--- src/common/ipic_pkg.sv ---
// Shared sizes, register map, ICSR bit layout and types; imported by every IPIC module
`default_nettype none

package ipic_pkg;

    // ----------------------------------------
    // Sizes
    // ----------------------------------------
    localparam int IRQ_VECT_NUM   = 16;     // Number of interrupt lines
    localparam int IRQ_IDX_WIDTH  = 4;      // Line index width
    localparam int IRQ_VECT_WIDTH = 5;      // Vector number incl. void bit
    localparam int XLEN           = 32;     // CSR data width

    // ----------------------------------------
    // Types
    // ----------------------------------------
    typedef logic [IRQ_VECT_NUM-1:0]   irq_vec_t;   // One bit per line
    typedef logic [IRQ_IDX_WIDTH-1:0]  irq_idx_t;   // Line index
    typedef logic [IRQ_VECT_WIDTH-1:0] irq_vect_t;  // Vector number, MSB marks void
    typedef logic [2:0]                csr_addr_t;  // Register address
    typedef logic [XLEN-1:0]           csr_data_t;  // CSR word

    // Nothing in service
    localparam irq_vect_t IRQ_VOID_VECT = irq_vect_t'(IRQ_VECT_NUM);

    // ----------------------------------------
    // Register addresses
    // ----------------------------------------
    localparam csr_addr_t ADDR_CISV  = 3'd0;    // Current vector in service
    localparam csr_addr_t ADDR_CICSR = 3'd1;    // Current line control/status
    localparam csr_addr_t ADDR_IPR   = 3'd2;    // Pending vector
    localparam csr_addr_t ADDR_ISVR  = 3'd3;    // In-service vector
    localparam csr_addr_t ADDR_EOI   = 3'd4;    // End of interrupt
    localparam csr_addr_t ADDR_SOI   = 3'd5;    // Start of interrupt
    localparam csr_addr_t ADDR_IDX   = 3'd6;    // Index for ICSR window
    localparam csr_addr_t ADDR_ICSR  = 3'd7;    // Indexed control/status

    // ICSR bit positions, CICSR shares IP and IE
    localparam int ICSR_IP      = 0;    // Pending
    localparam int ICSR_IE      = 1;    // Enable
    localparam int ICSR_IM      = 2;    // Mode, 1 = edge
    localparam int ICSR_INV     = 3;    // Line inversion
    localparam int ICSR_IS      = 4;    // In service
    localparam int ICSR_PRV_LSB = 8;
    localparam int ICSR_PRV_MSB = 9;
    localparam int ICSR_LN_LSB  = 12;   // 4-bit line number starts here

    // Privilege code reported in ICSR
    localparam logic [1:0] PRV_M = 2'd3;

endpackage : ipic_pkg

`default_nettype wire

--- src/common/ipic_reg_if.sv ---
// Decoded register strobes and write fields, from the CSR decoder to the IPIC datapath
`timescale 1ns/1ps
`default_nettype none

interface ipic_reg_if;
    import ipic_pkg::*;

    // One-cycle write strobes
    logic     wr_cicsr;
    logic     wr_ipr;
    logic     wr_eoi;
    logic     wr_soi;
    logic     wr_icsr;

    // Write data fields
    logic     wd_ip;
    logic     wd_ie;
    logic     wd_im;
    logic     wd_inv;
    irq_vec_t wd_vec;   // Low bits of write data, IPR clear mask

    irq_idx_t idx;      // Current index register

    modport ctrl (output wr_cicsr, wr_ipr, wr_eoi, wr_soi, wr_icsr,
                  output wd_ip, wd_ie, wd_im, wd_inv, wd_vec, idx);

    modport dp   (input wr_cicsr, wr_ipr, wr_eoi, wr_soi, wr_icsr,
                  input wd_ip, wd_ie, wd_im, wd_inv, wd_vec, idx);

endinterface : ipic_reg_if

`default_nettype wire

--- src/source/ipic_line_frontend.sv ---
// IRQ line front end: two-flop sync, inversion, level and edge detection for the pending logic
`timescale 1ns/1ps
`default_nettype none

module ipic_line_frontend (
    input  wire logic              clk,
    input  wire logic              rst_n,
    input  wire ipic_pkg::irq_vec_t irq_lines_i,    // Raw asynchronous lines
    input  wire ipic_pkg::irq_vec_t iinv_next_i,    // Inversion incl. write this cycle
    output      ipic_pkg::irq_vec_t irq_lvl_o,      // Active level per line
    output      ipic_pkg::irq_vec_t irq_edge_o      // Active edge seen this cycle
);
    import ipic_pkg::*;

    irq_vec_t lines_meta;   // First sync stage
    irq_vec_t lines_sync;   // Safe to use
    irq_vec_t lines_dly;    // Previous synced value

    // Sync chain plus delay for edge compare
    always_ff @(posedge clk or negedge rst_n) begin
        if (!rst_n) begin
            lines_meta <= '0;
            lines_sync <= '0;
            lines_dly  <= '0;
        end else begin
            lines_meta <= irq_lines_i;
            lines_sync <= lines_meta;
            lines_dly  <= lines_sync;
        end
    end

    assign irq_lvl_o  = lines_sync ^ iinv_next_i;               // Polarity corrected
    assign irq_edge_o = (lines_dly ^ lines_sync) & irq_lvl_o;   // Change into active level

endmodule : ipic_line_frontend

`default_nettype wire

--- src/source/ipic_priority_search.sv ---
// Fixed-priority search: lowest set bit of a 16-bit line vector, used for request and EOI lookups
`timescale 1ns/1ps
`default_nettype none

module ipic_priority_search (
    input  wire ipic_pkg::irq_vec_t vec_i,
    output logic                    vd_o,   // Any bit set
    output      ipic_pkg::irq_idx_t idx_o   // Lowest set index
);

    logic [7:0] l1_vd;          // Pairs of bits
    logic [7:0] l1_idx;
    logic [3:0] l2_vd;          // Groups of four
    logic [1:0] l2_idx [4];
    logic [1:0] l3_vd;          // Groups of eight
    logic [2:0] l3_idx [2];

    always_comb begin
        for (int i = 0; i < 8; i++) begin
            l1_vd[i]  = vec_i[2*i] | vec_i[2*i+1];
            l1_idx[i] = ~vec_i[2*i];                // Upper bit only if lower clear
        end
        for (int i = 0; i < 4; i++) begin
            l2_vd[i]  = l1_vd[2*i] | l1_vd[2*i+1];
            l2_idx[i] = l1_vd[2*i] ? {1'b0, l1_idx[2*i]} : {1'b1, l1_idx[2*i+1]};
        end
        for (int i = 0; i < 2; i++) begin
            l3_vd[i]  = l2_vd[2*i] | l2_vd[2*i+1];
            l3_idx[i] = l2_vd[2*i] ? {1'b0, l2_idx[2*i]} : {1'b1, l2_idx[2*i+1]};
        end
    end

    // Last level, lower half wins
    assign vd_o  = |l3_vd;
    assign idx_o = l3_vd[0] ? {1'b0, l3_idx[0]} : {1'b1, l3_idx[1]};

endmodule : ipic_priority_search

`default_nettype wire

--- src/ipic_core/ipic_csr_ctrl.sv ---
// CSR access decoder: write strobes, index register and read data mux for the IPIC registers
`timescale 1ns/1ps
`default_nettype none

module ipic_csr_ctrl (
    input  wire logic                clk,
    input  wire logic                rst_n,
    input  wire logic                csr_r_req_i,
    input  wire logic                csr_w_req_i,
    input  wire ipic_pkg::csr_addr_t csr_addr_i,
    input  wire ipic_pkg::csr_data_t csr_wdata_i,
    output      ipic_pkg::csr_data_t csr_rdata_o,
    input  wire ipic_pkg::irq_vec_t  ipr_i,
    input  wire ipic_pkg::irq_vec_t  ier_i,
    input  wire ipic_pkg::irq_vec_t  imr_i,
    input  wire ipic_pkg::irq_vec_t  iinv_i,
    input  wire ipic_pkg::irq_vec_t  isvr_i,
    input  wire ipic_pkg::irq_vect_t cisv_i,
    ipic_reg_if.ctrl                 reg_o
);
    import ipic_pkg::*;

    irq_idx_t idx_ff;       // Index register
    logic     serv_vd;      // Something in service
    irq_idx_t serv_idx;

    // ----------------------------------------
    // Write decode
    // ----------------------------------------
    assign reg_o.wr_cicsr = csr_w_req_i & (csr_addr_i == ADDR_CICSR);
    assign reg_o.wr_ipr   = csr_w_req_i & (csr_addr_i == ADDR_IPR);
    assign reg_o.wr_eoi   = csr_w_req_i & (csr_addr_i == ADDR_EOI);
    assign reg_o.wr_soi   = csr_w_req_i & (csr_addr_i == ADDR_SOI);
    assign reg_o.wr_icsr  = csr_w_req_i & (csr_addr_i == ADDR_ICSR);

    // Field extraction, same bits for ICSR and CICSR
    assign reg_o.wd_ip  = csr_wdata_i[ICSR_IP];
    assign reg_o.wd_ie  = csr_wdata_i[ICSR_IE];
    assign reg_o.wd_im  = csr_wdata_i[ICSR_IM];
    assign reg_o.wd_inv = csr_wdata_i[ICSR_INV];
    assign reg_o.wd_vec = csr_wdata_i[IRQ_VECT_NUM-1:0];
    assign reg_o.idx    = idx_ff;

    always_ff @(posedge clk or negedge rst_n) begin
        if (!rst_n) begin
            idx_ff <= '0;
        end else if (csr_w_req_i && (csr_addr_i == ADDR_IDX)) begin
            idx_ff <= csr_wdata_i[IRQ_IDX_WIDTH-1:0];
        end
    end

    // ----------------------------------------
    // Read mux
    // ----------------------------------------
    assign serv_vd  = ~cisv_i[IRQ_VECT_WIDTH-1];    // MSB set means void
    assign serv_idx = cisv_i[IRQ_IDX_WIDTH-1:0];

    always_comb begin
        csr_rdata_o = '0;
        if (csr_r_req_i) begin
            case (csr_addr_i)
                ADDR_CISV: begin
                    csr_rdata_o = csr_data_t'(cisv_i);
                end
                ADDR_CICSR: begin
                    csr_rdata_o[ICSR_IP] = ipr_i[serv_idx] & serv_vd;
                    csr_rdata_o[ICSR_IE] = ier_i[serv_idx] & serv_vd;
                end
                ADDR_IPR:  csr_rdata_o = csr_data_t'(ipr_i);
                ADDR_ISVR: csr_rdata_o = csr_data_t'(isvr_i);
                ADDR_EOI,
                ADDR_SOI:  csr_rdata_o = '0;            // Write-only
                ADDR_IDX:  csr_rdata_o = csr_data_t'(idx_ff);
                ADDR_ICSR: begin
                    csr_rdata_o[ICSR_IP]  = ipr_i[idx_ff];
                    csr_rdata_o[ICSR_IE]  = ier_i[idx_ff];
                    csr_rdata_o[ICSR_IM]  = imr_i[idx_ff];
                    csr_rdata_o[ICSR_INV] = iinv_i[idx_ff];
                    csr_rdata_o[ICSR_IS]  = isvr_i[idx_ff];
                    csr_rdata_o[ICSR_PRV_MSB:ICSR_PRV_LSB] = PRV_M;
                    csr_rdata_o[ICSR_LN_LSB +: IRQ_IDX_WIDTH] = idx_ff;  // Line number
                end
            endcase
        end
    end

endmodule : ipic_csr_ctrl

`default_nettype wire

--- src/ipic_core/ipic_line_regs.sv ---
// Per-line register bank: pending, enable, mode and inversion, with the pending clear rules
`timescale 1ns/1ps
`default_nettype none

module ipic_line_regs (
    input  wire logic               clk,
    input  wire logic               rst_n,
    ipic_reg_if.dp                  reg_i,
    input  wire ipic_pkg::irq_vec_t irq_lvl_i,
    input  wire ipic_pkg::irq_vec_t irq_edge_i,
    input  wire logic               serv_vd_i,      // Line in service valid
    input  wire ipic_pkg::irq_idx_t serv_idx_i,
    input  wire logic               req_vd_i,       // Pending and enabled line exists
    input  wire ipic_pkg::irq_idx_t req_idx_i,
    output      ipic_pkg::irq_vec_t ipr_o,
    output      ipic_pkg::irq_vec_t ier_o,
    output      ipic_pkg::irq_vec_t imr_o,
    output      ipic_pkg::irq_vec_t iinv_o,
    output      ipic_pkg::irq_vec_t iinv_next_o
);
    import ipic_pkg::*;

    irq_vec_t ipr_ff, ipr_next;
    irq_vec_t ier_ff, ier_next;
    irq_vec_t imr_ff, imr_next;
    irq_vec_t iinv_ff, iinv_next;
    irq_vec_t clr_req;              // Requested pending clears
    irq_vec_t clr;                  // Clears that are allowed

    // ----------------------------------------
    // Config registers, IER IMR IINVR
    // ----------------------------------------
    always_comb begin
        ier_next  = ier_ff;
        imr_next  = imr_ff;
        iinv_next = iinv_ff;
        if (reg_i.wr_cicsr && serv_vd_i) begin
            ier_next[serv_idx_i] = reg_i.wd_ie;     // Enable of line in service
        end
        if (reg_i.wr_icsr) begin
            ier_next[reg_i.idx]  = reg_i.wd_ie;
            imr_next[reg_i.idx]  = reg_i.wd_im;
            iinv_next[reg_i.idx] = reg_i.wd_inv;
        end
    end

    // Pending clear sources
    always_comb begin
        clr_req = '0;
        if (reg_i.wr_cicsr) clr_req[serv_idx_i] = reg_i.wd_ip & serv_vd_i;
        if (reg_i.wr_ipr)   clr_req = reg_i.wd_vec;
        if (reg_i.wr_soi)   clr_req[req_idx_i] = req_vd_i;  // Line being started
        if (reg_i.wr_icsr)  clr_req[reg_i.idx] = reg_i.wd_ip;
    end

    // Active level lines stay pending unless in edge mode
    assign clr = clr_req & (~irq_lvl_i | imr_next);

    always_comb begin
        for (int i = 0; i < IRQ_VECT_NUM; i++) begin
            if (clr[i])           ipr_next[i] = 1'b0;
            else if (!imr_ff[i])  ipr_next[i] = irq_lvl_i[i];              // Level follows
            else                  ipr_next[i] = ipr_ff[i] | irq_edge_i[i]; // Edge sticks
        end
    end

    always_ff @(posedge clk or negedge rst_n) begin
        if (!rst_n) begin
            ipr_ff  <= '0;
            ier_ff  <= '0;
            imr_ff  <= '0;
            iinv_ff <= '0;
        end else begin
            ipr_ff  <= ipr_next;
            ier_ff  <= ier_next;
            imr_ff  <= imr_next;
            iinv_ff <= iinv_next;
        end
    end

    assign ipr_o       = ipr_ff;
    assign ier_o       = ier_ff;
    assign imr_o       = imr_ff;
    assign iinv_o      = iinv_ff;
    assign iinv_next_o = iinv_next;     // Same-cycle inversion for the front end

endmodule : ipic_line_regs

`default_nettype wire

--- src/ipic_core/ipic_service.sv ---
// Service tracker: CISV and ISVR, SOI/EOI handling, preemption compare and the M-level request
`timescale 1ns/1ps
`default_nettype none

module ipic_service (
    input  wire logic                clk,
    input  wire logic                rst_n,
    ipic_reg_if.dp                   reg_i,
    input  wire ipic_pkg::irq_vec_t  ipr_i,
    input  wire ipic_pkg::irq_vec_t  ier_i,
    output      ipic_pkg::irq_vect_t cisv_o,
    output      ipic_pkg::irq_vec_t  isvr_o,
    output logic                     serv_vd_o,
    output      ipic_pkg::irq_idx_t  serv_idx_o,
    output logic                     req_vd_o,
    output      ipic_pkg::irq_idx_t  req_idx_o,
    output logic                     irq_m_req_o
);
    import ipic_pkg::*;

    irq_vect_t cisv_ff;
    irq_vec_t  isvr_ff;
    irq_vec_t  isvr_eoi;        // In-service set minus current line
    logic      serv_vd;
    irq_idx_t  serv_idx;
    logic      req_vd, eoi_vd;
    irq_idx_t  req_idx, eoi_idx;
    logic      start_vd;        // SOI accepted
    logic      eoi_req;         // EOI accepted

    assign serv_vd  = ~cisv_ff[IRQ_VECT_WIDTH-1];
    assign serv_idx = cisv_ff[IRQ_IDX_WIDTH-1:0];

    ipic_priority_search u_req_search (
        .vec_i (ipr_i & ier_i),
        .vd_o  (req_vd),
        .idx_o (req_idx)
    );

    always_comb begin
        isvr_eoi = isvr_ff;
        if (serv_vd) isvr_eoi[serv_idx] = 1'b0;
    end

    // Next line to return to after EOI
    ipic_priority_search u_eoi_search (
        .vec_i (isvr_eoi),
        .vd_o  (eoi_vd),
        .idx_o (eoi_idx)
    );

    // Request only if idle or strictly higher priority than current
    assign irq_m_req_o = req_vd & (~serv_vd | (req_idx < serv_idx));
    assign start_vd    = reg_i.wr_soi & irq_m_req_o;
    assign eoi_req     = reg_i.wr_eoi & serv_vd;

    always_ff @(posedge clk or negedge rst_n) begin
        if (!rst_n) begin
            cisv_ff <= IRQ_VOID_VECT;
            isvr_ff <= '0;
        end else if (start_vd) begin
            cisv_ff          <= {1'b0, req_idx};
            isvr_ff[req_idx] <= 1'b1;
        end else if (eoi_req) begin
            cisv_ff <= eoi_vd ? {1'b0, eoi_idx} : IRQ_VOID_VECT;
            isvr_ff <= isvr_eoi;
        end
    end

    assign cisv_o     = cisv_ff;
    assign isvr_o     = isvr_ff;
    assign serv_vd_o  = serv_vd;
    assign serv_idx_o = serv_idx;
    assign req_vd_o   = req_vd;
    assign req_idx_o  = req_idx;

endmodule : ipic_service

`default_nettype wire

--- src/source/ipic_top.sv ---
// IPIC top level: connects the CSR decoder and datapath blocks to the core's CSR port and IRQ pins
`timescale 1ns/1ps
`default_nettype none

module ipic_top (
    input  wire logic                clk,
    input  wire logic                rst_n,
    input  wire ipic_pkg::irq_vec_t  irq_lines_i,
    input  wire logic                csr_r_req_i,
    input  wire logic                csr_w_req_i,
    input  wire ipic_pkg::csr_addr_t csr_addr_i,
    input  wire ipic_pkg::csr_data_t csr_wdata_i,
    output      ipic_pkg::csr_data_t csr_rdata_o,
    output logic                     irq_m_req_o
);
    import ipic_pkg::*;

    ipic_reg_if reg_bus ();     // Decoder to datapath

    irq_vec_t  irq_lvl, irq_edge;
    irq_vec_t  ipr, ier, imr, iinvr, iinv_next, isvr;
    irq_vect_t cisv;
    logic      serv_vd, req_vd;
    irq_idx_t  serv_idx, req_idx;

    ipic_csr_ctrl u_csr_ctrl (
        .clk         (clk),
        .rst_n       (rst_n),
        .csr_r_req_i (csr_r_req_i),
        .csr_w_req_i (csr_w_req_i),
        .csr_addr_i  (csr_addr_i),
        .csr_wdata_i (csr_wdata_i),
        .csr_rdata_o (csr_rdata_o),
        .ipr_i       (ipr),
        .ier_i       (ier),
        .imr_i       (imr),
        .iinv_i      (iinvr),
        .isvr_i      (isvr),
        .cisv_i      (cisv),
        .reg_o       (reg_bus.ctrl)
    );

    ipic_line_frontend u_frontend (
        .clk         (clk),
        .rst_n       (rst_n),
        .irq_lines_i (irq_lines_i),
        .iinv_next_i (iinv_next),
        .irq_lvl_o   (irq_lvl),
        .irq_edge_o  (irq_edge)
    );

    ipic_line_regs u_line_regs (
        .clk         (clk),
        .rst_n       (rst_n),
        .reg_i       (reg_bus.dp),
        .irq_lvl_i   (irq_lvl),
        .irq_edge_i  (irq_edge),
        .serv_vd_i   (serv_vd),
        .serv_idx_i  (serv_idx),
        .req_vd_i    (req_vd),
        .req_idx_i   (req_idx),
        .ipr_o       (ipr),
        .ier_o       (ier),
        .imr_o       (imr),
        .iinv_o      (iinvr),
        .iinv_next_o (iinv_next)
    );

    ipic_service u_service (
        .clk         (clk),
        .rst_n       (rst_n),
        .reg_i       (reg_bus.dp),
        .ipr_i       (ipr),
        .ier_i       (ier),
        .cisv_o      (cisv),
        .isvr_o      (isvr),
        .serv_vd_o   (serv_vd),
        .serv_idx_o  (serv_idx),
        .req_vd_o    (req_vd),
        .req_idx_o   (req_idx),
        .irq_m_req_o (irq_m_req_o)
    );

endmodule : ipic_top

`default_nettype wire

--- config.mk ---
export PLATFORM = sky130hd
export DESIGN_NAME = ipic_top
export DESIGN_NICKNAME = d
export VERILOG_FILES = /design/src/common/ipic_pkg.sv /design/src/common/ipic_reg_if.sv /design/src/source/ipic_line_frontend.sv /design/src/source/ipic_priority_search.sv /design/src/ipic_core/ipic_csr_ctrl.sv /design/src/ipic_core/ipic_line_regs.sv /design/src/ipic_core/ipic_service.sv /design/src/source/ipic_top.sv
export SDC_FILE = /design/constraint.sdc
export NUM_CORES = 1
export LEC_CHECK = 0
export BUFFER_PORTS_ARGS = -buffer_cell sky130_fd_sc_hd__buf_2
export CAP_MARGIN = 10
export CELL_PAD_IN_SITES_DETAIL_PLACEMENT = 1
export CELL_PAD_IN_SITES_GLOBAL_PLACEMENT = 1
export CORE_MARGIN = 1
export CORE_UTILIZATION = 43
export CTS_BUF_LIST = sky130_fd_sc_hd__clkbuf_8 sky130_fd_sc_hd__clkbuf_16
export DETAILED_ROUTE_END_ITERATION = 12
export PLACE_DENSITY = 0.75
export RECOVER_POWER = 50
export SETUP_SLACK_MARGIN = 0.1
export SLEW_MARGIN = 10
export SYNTH_ARGS = -nofsm -noshare
export SYNTH_HDL_FRONTEND = slang
export SYNTH_SLANG_ARGS = --single-unit
--- constraint.sdc ---
create_clock -name clk -period 3.2 [get_ports clk]
set_input_delay 0.96 -clock clk [delete_from_list [all_inputs] [get_ports clk]]
set_output_delay 0.96 -clock clk [all_outputs]
set_load 0.01 [all_outputs]
==> results.json <==
{
  "p_sw_mw": 3.98,
  "ant_nets": 0,
  "coreArea_um2": 18600,
  "tightest_slew_ns": 1.67,
  "dp_hpwl_um": 21900,
  "finalSetupViolCount": 6,
  "grt.overflow.total": 0,
  "fmax_mhz": 269,
  "worstSetupStartpoint": "u_line_regs.ier_o[4]$_DFF_PN0_",
  "ys_warn_count": 0,
  "synth_area_um2": 8180,
  "postSynthAreaPerCell_um2": 10.6,
  "min_from": "u_frontend.lines_meta[2]$_DFF_PN0_",
  "final_cell_mix": "dfrtp_1 (133), buf_4 (113), buf_2 (52)",
  "violations": "capacitance limit, slew limit, setup timing",
  "cp.arrival_ns": 2.76,
  "syn_to_final_growth_pct": 28.0,
  "gp_congestion": 1.02,
  "clkTransAtPathRegs_ns": 0.07,
  "utilization_pct": 56.2,
  "root_buffer": "clkbuf_16",
  "drt_pass1_iterations": 8,
  "yosysUniqueCellTypes": 73,
  "clk_latency_ns": 0.43,
  "async_reset_ff_share_pct": 100,
  "nFillCells": 2052,
  "die_h_um": 140,
  "p_total_mw": 9.53,
  "drtIter0Drc": 770,
  "cts_sinks": 137,
  "mostFrequentLayoutCell": "dfrtp_1",
  "nets": 998,
  "grt_pass1_vias": 7999,
  "vias": 7592,
  "initial_core_util_pct": 43.9,
  "fin_skew_ns": 0.00495,
  "hold_viol": 0,
  "hold_slack_ns": 0.347,
  "crit_chain": "a22oi_2 -> nand4_1 -> a21oi_2 -> nor2_2 -> ha_4 -> nand4b_1 -> a2111oi_2 -> o21a_1 -> nor3_2 -> buf_2",
  "finalCritPeriodShare_pct": 116,
  "holdCritPathClass": "reg -> reg",
  "endpoint_kind": "output port",
  "die_x_um": 140,
  "maxCapViolCount": 1,
  "p_leak_nw": 4.59,
  "dp.cells": 1131,
  "cts_buffers": 17,
  "pwr-share-clk_pct": 23.3,
  "status": "complete, but fails checks",
  "io_buffer_count": 55,
  "rows": 50,
  "synth-seq-cells": 137,
  "synth_flop_cell": "dfrtp_1",
  "powerDensity_nw_per_um2": 910,
  "grt_usage_pct": 33.4,
  "reg2reg_from": "u_line_regs.ier_o[4]$_DFF_PN0_",
  "cp-start-kind": "register",
  "place_ws_ns": -0.166,
  "critPathKind": "reg -> out",
  "fin_cells": 1187,
  "die_area_um2": 19600,
  "synthCells": 775,
  "vias_per_cell": 6.40,
  "synth_edf_count": 0,
  "slew_headroom_pct": -11.6,
  "seqPwrFrac_pct": 26.3,
  "period_needed_ns": 3.72,
  "worstPathRequired_ns": 2.24,
  "pin_count": 88,
  "drive_gt1_share_pct": 36.5,
  "cp_max_fo": 2,
  "drc": 0,
  "antenna_found_initial": 0,
  "timing.final.max_slew_violations": 63,
  "grt_pass1_wl_um": 48300,
  "wl_per_cell_um": 26.7,
  "intPower_mw": 5.54,
  "slowest_delay_ns": 0.40,
  "cts_tree": "built",
  "switching_share_pct": 41.8,
  "cts_buffer_depth": 2,
  "num_antenna_cells": 0,
  "setup_slack_ns": -0.517,
  "grt_max_degree": 63,
  "routed_wl_um": 31700,
  "crit_path_top_delay_cell": "dfrtp_1",
  "ys_seq_area_share_pct": 41.9,
  "share_comb_of_total_power_pct": 50.5,
  "rsz0062_at_grt": "true",
  "cts_max_level": 4,
  "peakVddDrop_mv": 0.464
}
## cell usage after synthesis (all sizes together), types with 8 or more instances
cell,n,area (um2)
nor2b,11,68.8
o22ai,8,50.1
inv,28,105
xnor2,27,236
nor3,11,65.1
buf,29,199
nor4,9,62.6
nor3b,13,97.6
nand2,50,188
a21oi,41,205
mux2,41,469
mux4,34,766
nand2b,11,68.8
dfrtp,136,3400
a31oi,27,169
clkbuf,28,105
o21ai,53,265
nand4,8,65.1
nor2,48,180
or2,9,56.3
a22oi,16,120
mux2i,28,280
## layout make-up
| type | instances | area (um2) | area share [%] |
|---|---|---|---|
| Clock inverter | 15 | 225 | 2.15 |
| Timing Repair Buffer | 188 | 1430 | 13.7 |
| Inverter | 28 | 105 | 1.00 |
| Sequential cell | 137 | 3430 | 32.8 |
| Multi-Input combinational cell | 568 | 4550 | 43.5 |
| Tap cell | 234 | 293 | 2.80 |
| Clock buffer | 17 | 425 | 4.06 |
## critical path: cells and delay by family, from the launching register on
| kind | cells | cell delay, ns |
|---|---|---|
| compound gates | 4 | 0.98 |
| buf+inv | 1 | 0.15 |
| flops | 1 | 0.40 |
| fa+ha+maj | 1 | 0.28 |
| simple gates | 4 | 0.52 |
## layer usage
metal / routed length [um] / up-vias / GRT usage [%]
met3: 1930 / 125 / 6.02
met1: 12400 / 3869 / 40.6
met4: 1960 / 0 / 22.1
met5: 0 / - / 0
li1: - / 3222 / -
met2: 15400 / 376 / 54.6
## sequential cells by signal (all words and copies together), names as in the netlist, 5 cells and up
register and cells:
u_frontend.lines_dly 16, u_line_regs.ier_o 16, u_line_regs.imr_o 16, u_line_regs.ipr_o 16
u_line_regs.iinv_o 16, u_service.cisv_o 5, u_service.isvr_o 16, u_frontend.lines_meta 16
u_frontend.lines_sync 16
## cell families (layout without fill, tap and decap cells)
group | Yosys count | in the layout | share of synthesized area [%]
buffers and inverters | 85 | 248 | 5.00
xor gates and xnor gates | 32 | 32 | 3.43
other | 1 | 16 | 0.0459
DFF | 137 | 137 | 41.9
AOI/OAI and AO/OA | 210 | 210 | 17.1
muxes | 103 | 103 | 18.5
adders and majority gates | 3 | 3 | 0.459
and+or+nand+nor | 204 | 204 | 13.5
## final timing paths
path,endpoint,slack (ns),cells after the start
max reg2reg,u_service.isvr_o[14]$_DFFE_PN0P_,0.19,13
max,irq_m_req_o,-0.52,10
min,u_frontend.lines_sync[2]$_DFF_PN0_,0.35,0
min in group asynchronous,u_service.isvr_o[5]$_DFFE_PN0P_,0.94,1
max in group asynchronous,u_frontend.lines_dly[1]$_DFF_PN0_,0.54,2
min reg2reg,u_frontend.lines_sync[2]$_DFF_PN0_,0.35,0
## metrics by stage
step	setup TNS [ns]	instance area (um2)
finish	-2.34	10500
global route	-2.65	10500
CTS	-2.16	10400
detailed placement	-0.182	9430
global placement	-0.134	9430
floorplan	-0.112	8270
## what timing repair did
| action | CTS | global route |
|---|---|---|
| cloned | 3 | 0 |
| setup endpoints to repair | 15 | 21 |
| hold buffers | 0 | 0 |
| setup buffers | 16 | 9 |
| pin swaps | 16 | 19 |
| gates resized for setup | 32 | 17 |
## power by group through the flow
stage	registers, mW	logic (mW)	clock network (mW)
floorplan	2.36	2.25	0
global placement	2.47	4.02	0
detailed placement	2.50	4.14	0
CTS	2.49	4.50	2.24
global route	2.54	5.02	2.29
finish	2.50	4.81	2.22
(Power assumes the default switching activity.)
